## src/logic/ooo_pkg.sv

```systemverilog
package ooo_pkg;

    // Core word and tag sizes, used as module parameter defaults
    parameter int XLEN      = 32;
    parameter int TAG_W     = 4;
    parameter int CDB_PORTS = 2;

    typedef enum logic [2:0] {
        op_add = 3'd0,
        op_sub = 3'd1,
        op_and = 3'd2,
        op_or  = 3'd3,
        op_xor = 3'd4,
        op_sll = 3'd5,
        op_srl = 3'd6,
        op_slt = 3'd7
    } opcode_e;

    // Tag view of an operand word, tag in the low bits
    typedef struct packed {
        logic [XLEN-TAG_W-1:0] pad;
        logic [TAG_W-1:0]      tag;
    } renamed_t;

    // Renamed flag next to the word picks which member is live
    typedef union packed {
        logic [XLEN-1:0] data;
        renamed_t        ren;
    } operand_u;

    function automatic logic [XLEN-1:0] alu_op(
        input opcode_e         op,
        input logic [XLEN-1:0] a,
        input logic [XLEN-1:0] b
    );
        logic [XLEN-1:0] r;
        case (op)
            op_add:  r = a + b;
            op_sub:  r = a - b;
            op_and:  r = a & b;
            op_or:   r = a | b;
            op_xor:  r = a ^ b;
            op_sll:  r = a << b[4:0];
            op_srl:  r = a >> b[4:0];
            op_slt:  r = {{(XLEN-1){1'b0}}, ($signed(a) < $signed(b))};
            default: r = '0;
        endcase
        return r;
    endfunction

endpackage
```

## src/logic/issue_top.sv

```systemverilog
`timescale 1ns/10ps

module issue_top #(
    parameter int data_w    = ooo_pkg::XLEN,
    parameter int tag_w     = ooo_pkg::TAG_W,
    parameter int cdb_ports = ooo_pkg::CDB_PORTS
) (
    input  logic                 clk,
    input  logic                 reset,
    input  logic                 flush,
    input  logic                 stall,
    input  logic                 in_valid,
    input  ooo_pkg::opcode_e     in_op,
    input  logic                 in_a_renamed,
    input  ooo_pkg::operand_u    in_a,
    input  logic                 in_b_renamed,
    input  ooo_pkg::operand_u    in_b,
    output logic                 in_ready,
    input  logic [cdb_ports-2:0] ext_valid,
    input  logic [tag_w-1:0]     ext_tag [cdb_ports-1],
    input  logic [data_w-1:0]    ext_data [cdb_ports-1],
    output logic                 result_valid,
    output logic [tag_w-1:0]     result_tag,
    output logic [data_w-1:0]    result_data
);

    logic [cdb_ports-1:0] cdb_valid;
    logic [tag_w-1:0]     cdb_tag [cdb_ports];
    logic [data_w-1:0]    cdb_data [cdb_ports];

    logic                 ds_valid;
    ooo_pkg::opcode_e     ds_op;
    logic [tag_w-1:0]     ds_tag;
    logic                 ds_a_renamed;
    ooo_pkg::operand_u    ds_a;
    logic                 ds_b_renamed;
    ooo_pkg::operand_u    ds_b;
    logic                 rs_write_rdy;
    logic                 rs_read_rdy;
    ooo_pkg::opcode_e     iss_op;
    logic [tag_w-1:0]     iss_tag;
    logic [data_w-1:0]    iss_a;
    logic [data_w-1:0]    iss_b;
    logic                 alu_re;

    // Port 0 belongs to the ALU, the rest come from outside
    always_comb begin
        cdb_valid[0] = result_valid;
        cdb_tag[0]   = result_tag;
        cdb_data[0]  = result_data;
        for (int p = 1; p < cdb_ports; p++) begin
            cdb_valid[p] = ext_valid[p-1];
            cdb_tag[p]   = ext_tag[p-1];
            cdb_data[p]  = ext_data[p-1];
        end
    end

    dispatch_stage #(.data_w(data_w), .tag_w(tag_w), .cdb_ports(cdb_ports)) u_dispatch (
        .clk, .reset, .flush,
        .in_valid, .in_op, .in_a_renamed, .in_a, .in_b_renamed, .in_b, .in_ready,
        .cdb_valid, .cdb_tag, .cdb_data,
        .ds_valid, .ds_op, .ds_tag, .ds_a_renamed, .ds_a, .ds_b_renamed, .ds_b,
        .rs_write_rdy, .stall
    );

    res_station #(.data_w(data_w), .tag_w(tag_w), .cdb_ports(cdb_ports)) u_rs (
        .clk, .reset, .flush, .stall,
        .ds_valid, .ds_op, .ds_tag, .ds_a_renamed, .ds_a, .ds_b_renamed, .ds_b,
        .rs_write_rdy, .cdb_valid, .cdb_tag, .cdb_data,
        .rs_read_rdy, .iss_op, .iss_tag, .iss_a, .iss_b, .alu_re
    );

    alu_stage #(.data_w(data_w), .tag_w(tag_w)) u_alu (
        .clk, .reset, .flush, .stall, .alu_re,
        .rs_read_rdy, .iss_op, .iss_tag, .iss_a, .iss_b,
        .res_valid(result_valid), .res_tag(result_tag), .res_data(result_data)
    );

endmodule

```

## src/logic/alu_stage.sv

```systemverilog
`timescale 1ns/10ps

module alu_stage #(
    parameter int data_w = ooo_pkg::XLEN,
    parameter int tag_w  = ooo_pkg::TAG_W
) (
    input  logic              clk,
    input  logic              reset,
    input  logic              flush,
    input  logic              stall,
    output logic              alu_re,
    input  logic              rs_read_rdy,
    input  ooo_pkg::opcode_e  iss_op,
    input  logic [tag_w-1:0]  iss_tag,
    input  logic [data_w-1:0] iss_a,
    input  logic [data_w-1:0] iss_b,
    output logic              res_valid,
    output logic [tag_w-1:0]  res_tag,
    output logic [data_w-1:0] res_data
);

    logic fire;

    // ALU is always free except under stall
    assign alu_re = !stall;
    assign fire   = rs_read_rdy && alu_re;

    // One result pulse per issue
    always_ff @(posedge clk) begin
        if (reset || flush)
            res_valid <= 1'b0;
        else
            res_valid <= fire;
    end

    always_ff @(posedge clk) begin
        if (fire) begin
            res_tag  <= iss_tag;
            res_data <= ooo_pkg::alu_op(iss_op, iss_a, iss_b);
        end
    end

endmodule

```

## src/logic/res_station.sv

```systemverilog
`timescale 1ns/10ps

module res_station #(
    parameter int data_w    = ooo_pkg::XLEN,
    parameter int tag_w     = ooo_pkg::TAG_W,
    parameter int cdb_ports = ooo_pkg::CDB_PORTS
) (
    input  logic                  clk,
    input  logic                  reset,
    input  logic                  flush,
    input  logic                  stall,
    input  logic                  ds_valid,
    input  ooo_pkg::opcode_e      ds_op,
    input  logic [tag_w-1:0]      ds_tag,
    input  logic                  ds_a_renamed,
    input  ooo_pkg::operand_u     ds_a,
    input  logic                  ds_b_renamed,
    input  ooo_pkg::operand_u     ds_b,
    output logic                  rs_write_rdy,
    input  logic [cdb_ports-1:0]  cdb_valid,
    input  logic [tag_w-1:0]      cdb_tag [cdb_ports],
    input  logic [data_w-1:0]     cdb_data [cdb_ports],
    output logic                  rs_read_rdy,
    output ooo_pkg::opcode_e      iss_op,
    output logic [tag_w-1:0]      iss_tag,
    output logic [data_w-1:0]     iss_a,
    output logic [data_w-1:0]     iss_b,
    input  logic                  alu_re
);

    typedef enum logic {
        EMPTY,
        WAITING
    } rs_state_e;

    rs_state_e         state;
    logic              write;
    logic              issue;
    ooo_pkg::opcode_e  ent_op;
    logic [tag_w-1:0]  ent_tag;
    logic [1:0]        ent_ren;
    ooo_pkg::operand_u ent_opnd [2];

    // Operand candidates, either the incoming instruction or the held entry
    logic [1:0]           src_ren;
    ooo_pkg::operand_u    src_opnd [2];
    logic [cdb_ports-1:0] match [2];
    logic [1:0]           nxt_ren;
    ooo_pkg::operand_u    nxt_opnd [2];

    assign rs_read_rdy  = (state == WAITING) && !(|ent_ren);
    assign issue        = rs_read_rdy && alu_re;
    assign rs_write_rdy = (state == EMPTY) || (issue && !stall);
    assign write        = ds_valid && rs_write_rdy && !stall;

    // Wakeup compare, every operand against every CDB port
    always_comb begin
        src_ren[0]  = write ? ds_a_renamed : ent_ren[0];
        src_ren[1]  = write ? ds_b_renamed : ent_ren[1];
        src_opnd[0] = write ? ds_a : ent_opnd[0];
        src_opnd[1] = write ? ds_b : ent_opnd[1];
        for (int k = 0; k < 2; k++) begin
            nxt_ren[k]  = src_ren[k];
            nxt_opnd[k] = src_opnd[k];
            for (int p = 0; p < cdb_ports; p++) begin
                match[k][p] = src_ren[k] && cdb_valid[p] &&
                              (cdb_tag[p] == src_opnd[k].ren.tag);
                // Tags are unique on the bus, so at most one port matches
                if (match[k][p])
                    nxt_opnd[k].data = cdb_data[p];
            end
            if (|match[k])
                nxt_ren[k] = 1'b0;
        end
    end

    always_ff @(posedge clk) begin
        if (reset || flush)
            state <= EMPTY;
        else if (write)
            state <= WAITING;
        else if (issue)
            state <= EMPTY;
    end

    always_ff @(posedge clk) begin
        if (write) begin
            ent_op  <= ds_op;
            ent_tag <= ds_tag;
        end
        // Wakeup keeps going through a stall
        for (int k = 0; k < 2; k++) begin
            ent_ren[k]  <= nxt_ren[k];
            ent_opnd[k] <= nxt_opnd[k];
        end
    end

    assign iss_op  = ent_op;
    assign iss_tag = ent_tag;
    assign iss_a   = ent_opnd[0].data;
    assign iss_b   = ent_opnd[1].data;

endmodule

```

## src/logic/dispatch_stage.sv

```systemverilog
`timescale 1ns/10ps

module dispatch_stage #(
    parameter int data_w    = ooo_pkg::XLEN,
    parameter int tag_w     = ooo_pkg::TAG_W,
    parameter int cdb_ports = ooo_pkg::CDB_PORTS
) (
    input  logic                  clk,
    input  logic                  reset,
    input  logic                  flush,
    input  logic                  in_valid,
    input  ooo_pkg::opcode_e      in_op,
    input  logic                  in_a_renamed,
    input  ooo_pkg::operand_u     in_a,
    input  logic                  in_b_renamed,
    input  ooo_pkg::operand_u     in_b,
    output logic                  in_ready,
    input  logic [cdb_ports-1:0]  cdb_valid,
    input  logic [tag_w-1:0]      cdb_tag [cdb_ports],
    input  logic [data_w-1:0]     cdb_data [cdb_ports],
    output logic                  ds_valid,
    output ooo_pkg::opcode_e      ds_op,
    output logic [tag_w-1:0]      ds_tag,
    output logic                  ds_a_renamed,
    output ooo_pkg::operand_u     ds_a,
    output logic                  ds_b_renamed,
    output ooo_pkg::operand_u     ds_b,
    input  logic                  rs_write_rdy,
    input  logic                  stall
);

    logic              take;
    logic              leave;
    logic [tag_w-1:0]  next_tag;
    logic [1:0]        held_ren;
    ooo_pkg::operand_u held_opnd [2];
    logic [1:0]        hit;
    logic [data_w-1:0] hit_data [2];

    // Register frees up in the same cycle it hands off to the RS
    assign leave    = ds_valid && rs_write_rdy && !stall;
    assign in_ready = !ds_valid || leave;
    assign take     = in_valid && in_ready;

    // Snoop the CDB for operands still waiting on a producer
    always_comb begin
        for (int k = 0; k < 2; k++) begin
            hit[k]      = 1'b0;
            hit_data[k] = held_opnd[k].data;
            for (int p = 0; p < cdb_ports; p++) begin
                if (held_ren[k] && cdb_valid[p] && (cdb_tag[p] == held_opnd[k].ren.tag)) begin
                    hit[k]      = 1'b1;
                    hit_data[k] = cdb_data[p];
                end
            end
        end
    end

    always_ff @(posedge clk) begin
        if (reset) begin
            ds_valid <= 1'b0;
            next_tag <= '0;
        end else begin
            // Tag counter keeps running across a flush
            if (take)
                next_tag <= next_tag + 1'b1;
            if (flush)
                ds_valid <= 1'b0;
            else if (take)
                ds_valid <= 1'b1;
            else if (leave)
                ds_valid <= 1'b0;
        end
    end

    always_ff @(posedge clk) begin
        if (take) begin
            ds_op        <= in_op;
            ds_tag       <= next_tag;
            held_ren[0]  <= in_a_renamed;
            held_opnd[0] <= in_a;
            held_ren[1]  <= in_b_renamed;
            held_opnd[1] <= in_b;
        end else begin
            for (int k = 0; k < 2; k++) begin
                if (hit[k]) begin
                    held_ren[k]       <= 1'b0;
                    held_opnd[k].data <= hit_data[k];
                end
            end
        end
    end

    assign ds_a_renamed = held_ren[0];
    assign ds_a         = held_opnd[0];
    assign ds_b_renamed = held_ren[1];
    assign ds_b         = held_opnd[1];

endmodule

```

## config.mk

```make
export PLATFORM = sky130hd
export DESIGN_NAME = issue_top
export DESIGN_NICKNAME = d
export VERILOG_FILES = /design/src/logic/ooo_pkg.sv /design/src/logic/issue_top.sv /design/src/logic/alu_stage.sv /design/src/logic/res_station.sv /design/src/logic/dispatch_stage.sv
export SDC_FILE = /design/constraint.sdc
export NUM_CORES = 1
export LEC_CHECK = 0
export ABC_AREA = 1
export BUFFER_PORTS_ARGS = -buffer_cell sky130_fd_sc_hd__buf_2
export CAP_MARGIN = 25
export CELL_PAD_IN_SITES_DETAIL_PLACEMENT = 1
export CELL_PAD_IN_SITES_GLOBAL_PLACEMENT = 1
export CORE_AREA = 5 5 214 216
export CTS_CLUSTER_DIAMETER = 50
export DETAILED_ROUTE_END_ITERATION = 8
export DIE_AREA = 0 0 219 221
export PLACE_DENSITY = 0.9
export SETUP_SLACK_MARGIN = 0.02
export SYNTH_ARGS = -nofsm -noshare
export SYNTH_HDL_FRONTEND = slang
export SYNTH_SLANG_ARGS = --single-unit
export TNS_END_PERCENT = 50
```

## constraint.sdc

```tcl
create_clock -name clk -period 4.1 [get_ports clk]
set_input_delay 0.82 -clock clk [delete_from_list [all_inputs] [get_ports clk]]
set_output_delay 0.82 -clock clk [all_outputs]
set_load 0.02 [all_outputs]
```

Word-level counts from Yosys, hierarchy flattened
Memory sizes are Yosys's and may differ from the RTL's.
Cells that the tools add are included.
{"block": "totals", "register_bits": 61, "memories": 2, "in_bits": 111, "ramBits": 128, "out_inout_bits": 38, "elab_cells": 114}
{"block": "classes", "shifts": 2, "bitwise": 6, "magnitude_cmp": 1, "n_reduce_logical": 37, "eq_ne": 15, "add_sub_neg": 3, "mux": 34}
{"memory": "u_dispatch.held_opnd", "depth": 2, "word_bits": 32, "rd": 2, "rd_clocked_by_memory_dff": 0, "wr": 2, "line": "dispatch_stage.sv:36", "text": "ooo_pkg::operand_u held_opnd [2];"}
{"memory": "u_rs.ent_opnd", "depth": 2, "word_bits": 32, "rd": 2, "rd_clocked_by_memory_dff": 0, "wr": 2, "line": "res_station.sv:42", "text": "ooo_pkg::operand_u ent_opnd [2];"}
{"operator": "2-to-1 mux 32 bit", "n": 12}
{"operator": "case mux 32 bit (8 select lines)", "n": 1}
{"operator": "adder 32 bit", "n": 1}
{"operator": "AND 32 bit", "n": 1}
{"operator": "== test 4 bit", "n": 8}
{"operator": "< comparator 32 bit", "n": 1}
{"operator": "OR 32 bit", "n": 1}
{"operator": "left shift 32 x 5 -> 32 bit", "n": 1}
{"operator": ">> shifter 32 x 5 -> 32 bit", "n": 1}
{"operator": "subtractor 32 bit", "n": 1}
{"operator": "bitwise XOR 32 bit", "n": 1}
{"operator": "logical AND 1 bit", "n": 22}
{"operator": "2-to-1 mux 1 bit", "n": 20}
{"operator": "== test 3 bit, second input constant", "n": 4}
{"operator": "nonzero test 2 bit", "n": 4}
{"operator": "OR reduction 2 bit", "n": 4}
{"operator": "== test 3 x 2 -> 1 bit, second input constant", "n": 2}
{"operator": "adder 4 x 1 -> 4 bit, second input constant", "n": 1}
{"operator": "== test 3 x 1 -> 1 bit, second input constant", "n": 1}
{"operator": "logical NOT 1 bit", "n": 3}
{"operator": "logical NOT 3 bit", "n": 1}
{"operator": "logical OR 1 bit", "n": 3}
{"operator": "2-to-1 mux 2 bit", "n": 1}
{"operator": "OR 1 bit", "n": 2}
{"operator": "NOT 1 bit", "n": 1}

Logic depth before layout (Yosys ltp)
{"block": "depth", "depth_word": 13, "mapped_depth": 17}

Cells and area by module
Synthesis repeated with hierarchy kept, for this count alone.
{"block": "unflattened", "hier_cells": 3166, "hier_area_um2": 20314.5}
{"module": "alu_stage", "instances": 1, "seq_area_each_um2": 1101.1, "area_per_inst_um2": 10381.2, "cells_each": 1908}
{"module": "res_station", "instances": 1, "seq_area_each_um2": 2112.0, "area_per_inst_um2": 5088.6, "cells_each": 682}
{"module": "dispatch_stage", "instances": 1, "seq_area_each_um2": 2292.2, "area_per_inst_um2": 4844.6, "cells_each": 576}

Least setup slack after synthesis
OpenSTA, ideal clock, no wires.
{"block": "synth_path", "path_kind": "input to register", "from": "in stall", "to": "mem u_rs.ent_opnd[0][10] (netlist name) (enable)", "setup_time_ns": 0.525, "arrival_ns": 2.586, "slack_ns": 0.989, "n_path_buf": 2, "cell_stages": 12, "path_cell_list": "nor2_2 nand2_2 nand2_4 nand2_4 buf_2 nand2_1 nand3_1 nand2_1 nor2_2 nand3_2 buf_2 nand3_1"}
{"element": "start, declared", "line": "issue_top.sv:11", "text": "input logic stall,"}
{"element": "end, declared", "line": "res_station.sv:42"}

==> results.cfg <==
[outcome]
status = complete, no violations

[finish]
postLayoutCellArea_um2 = 20800
layout-drive-gt1-share_pct = 9.20
layout_common_cells = 731 x nand2_1, 552 x nand3_1, 397 x inv_1
final_common_cell = nand2_1
final.fill_count = 6033
area_growth_pct = 9.39
layout.nets = 3275

[placed_design]
place_area_um2 = 20200
port_buffers = 148
gp_congestion = 1.03
hpwlAfterDp_um = 71600

[timing]
setup-violations-final = 0
min_period_over_period_pct = 80.6
worstMarginPinSlew_ps = 832
grt_setup_unrepaired = false
fin_crit_ps = 3300
max_freq_mhz = 303
drv_slew = 0
fin_worst_skew_ps = 12.8
relSlewSlack_pct = 44.6
hold_viol = 0
fin_tns_setup_ps = 0

[power]
p_leak_nw = 9.98
ir_drop_mv = 0.338
p_per_area_nw_per_um2 = 430

[clock_tree]
post-cts-setup-buffer-count = 0
cts.sinks = 189
htreeDepth = 4
numCtsBuffers = 17
cts-root-buf = clkbuf_16
clk_pin_slew_ps = 80
cts_tree = done
clk-insertion-delay-late_ps = 460
clockBufferDepth = 2
post_cts_resized = 0
hold_buffers = 0

[synth]
yosysSeqAreaShare_pct = 28.9
synth_flop_cell = edfxtp_1
synth_nets = 3222
synth_edf_count = 172
synth_area_um2 = 19000
ys_types = 47
syn_area_per_cell_um2 = 6.32
synth_seq_cells = 189
yosysWarnings = 0
async_flop_share_pct = 0
syn_inst = 3011

[die]
row_count = 77
fp.dieH_um = 221
core_um2 = 43700
io_pins = 149
die-area_um2 = 48400
die_x_um = 219
start_util_pct = 43.5

[drt]
post_drt_wl_per_cell_um = 24.7
firstDrtPassIters = 6
vias = 22425
finalWirelength_um = 90700
ant_nets = 0
drt_iter0_markers = 2772
drc_errors = 0
vias_per_cell = 6.11

[grt]
antenna_found_initial = 3
grt_max_degree = 69
grt_pass1_vias = 22328
grt.overflow.total = 0
grt_usage_pct = 36.3
grt_pass1_wl_um = 135000

[worst_setup_path]
cp-start-kind = register
cp.buffers_inverters = 1
end_kind = register
critPathArrivalTime_ps = 3430
worstPathCellList = inv_1 -> ha_1 -> o21ai_0 -> nor2_1 -> nand2_1 -> nand2_1 -> nand2_1 -> nand2_1 -> nand3_1 -> nand2_1 -> nand3_1 -> nand3_1
cpMostUsedCell = nand2_1
cp_slowest_cell = o21ai_0
path_max_fanout = 8
slowest_delay_ps = 680
critical_path_required_ps = 4230
path_class = reg -> reg
critPathTopFamily = simple AND/OR/NAND/NOR gates

[hold_path]
hold_path.class = reg -> reg

[run]
cap_violations = 0
[cells by family after synthesis]
logic type,share of synthesized area [%]
fa+ha+maj,6.65
mux,0.263
buf+inv,11.9
compound gates,13.9
xor+xnor,0.690
simple gates,37.7
flops,28.9
[state kept, by name (all words and copies together) (netlist names)]
signal / count
u_dispatch.held_opnd: 64
u_rs.ent_opnd: 64
u_alu.res_data: 32
u_alu.res_tag: 4
u_dispatch.ds_tag: 4
u_dispatch.next_tag: 4
u_rs.iss_tag: 4
u_dispatch.ds_op: 3
u_rs.iss_op: 3
u_dispatch.held_ren: 2
u_rs.ent_ren: 2
u_alu.res_valid: 1
u_dispatch.ds_valid: 1
u_rs.state: 1
[power by group]
group / leakage (nW) / internal (mW) / total [mW] / switching [mW]
Sequential: 1.77 / 2.27 / 2.45 / 0.178
Combinational: 7.92 / 1.31 / 4.77 / 3.46
Clock: 0.295 / 0.873 / 1.72 / 0.849
[routing by layer]
layer / global-route usage (%) / up-vias / share of wire [%]
met3: 5.37 / 233 / 9.4
met4: 16.9 / 2 / 5.4
li1: - / 10066 / -
met1: 50.7 / 10851 / 42
met5: 0 / - / 0.014
met2: 55.3 / 1273 / 44
[through the flow]
step           power [mW]  hold slack, ps  util [%]  worst slack [ps]  instances
2_1_floorplan        5.58             400         -               989       3011
3_3_place_gp         6.91             401      46.2               806       3636
3_5_place_dp         7.06             406      46.2               603       3636
4_1_cts              8.80             424      47.6               943       3668
5_1_grt              9.43             431      47.6               771       3669
6_report             8.94             422      47.6               796       3670
[final cells by class]
cell class | count | area (um2) | share of cell area [%]
clock buffer | 17 | 425 | 2.04
tap | 592 | 741 | 3.56
timing repair buffer | 200 | 1170 | 5.61
sequential | 189 | 5510 | 26.5
clock inverter | 15 | 169 | 0.811
inverter | 407 | 1530 | 7.34
antenna | 1 | 2.50 | 0.0120
multi-input combinational | 2249 | 11300 | 54.2
[cell usage after synthesis (5+ instances only)]
cell / instances / share of area [%]
nand2_1: 733 / 14
nor2_2: 6 / 0.20
buf_4: 10 / 0.39
nor2_4: 8 / 0.47
o21bai_1: 7 / 0.28
a21oi_1: 118 / 3.1
o22ai_1: 17 / 0.56
inv_1: 399 / 7.9
edfxtp_1: 172 / 27
buf_2: 40 / 1.1
nand3_1: 552 / 15
a221oi_1: 10 / 0.46
o21ai_0: 207 / 5.4
o21ai_1: 65 / 1.7
and2_1: 5 / 0.16
o21a_1: 14 / 0.55
ha_1: 98 / 6.4
o211ai_1: 24 / 0.95
xor2_1: 14 / 0.64
mux2i_1: 5 / 0.26
dfxtp_1: 17 / 1.8
or2_2: 12 / 0.39
clkbuf_1: 94 / 1.9
inv_2: 7 / 0.14
nor2_1: 260 / 5.1
nor3_1: 26 / 0.68
nand4_1: 28 / 0.92
o221ai_1: 5 / 0.23
buf_1: 18 / 0.35
nor4_1: 5 / 0.16
[final timing paths]
path              slack, ps                      startpoint                           end  cells after the start
hold reg to reg         420  u_dispatch.ds_tag[3]$_DFFE_PP_     u_rs.iss_tag[3]$_DFFE_PN_                      0
hold / removal          420  u_dispatch.ds_tag[3]$_DFFE_PP_     u_rs.iss_tag[3]$_DFFE_PN_                      0
setup / recovery        800   u_rs.ent_opnd[0][6]$_DFFE_PP_  u_alu.res_data[27]$_DFFE_PP_                     12
setup reg to reg        800   u_rs.ent_opnd[0][6]$_DFFE_PP_  u_alu.res_data[27]$_DFFE_PP_                     12
Power figures use the tool's default switching activity.
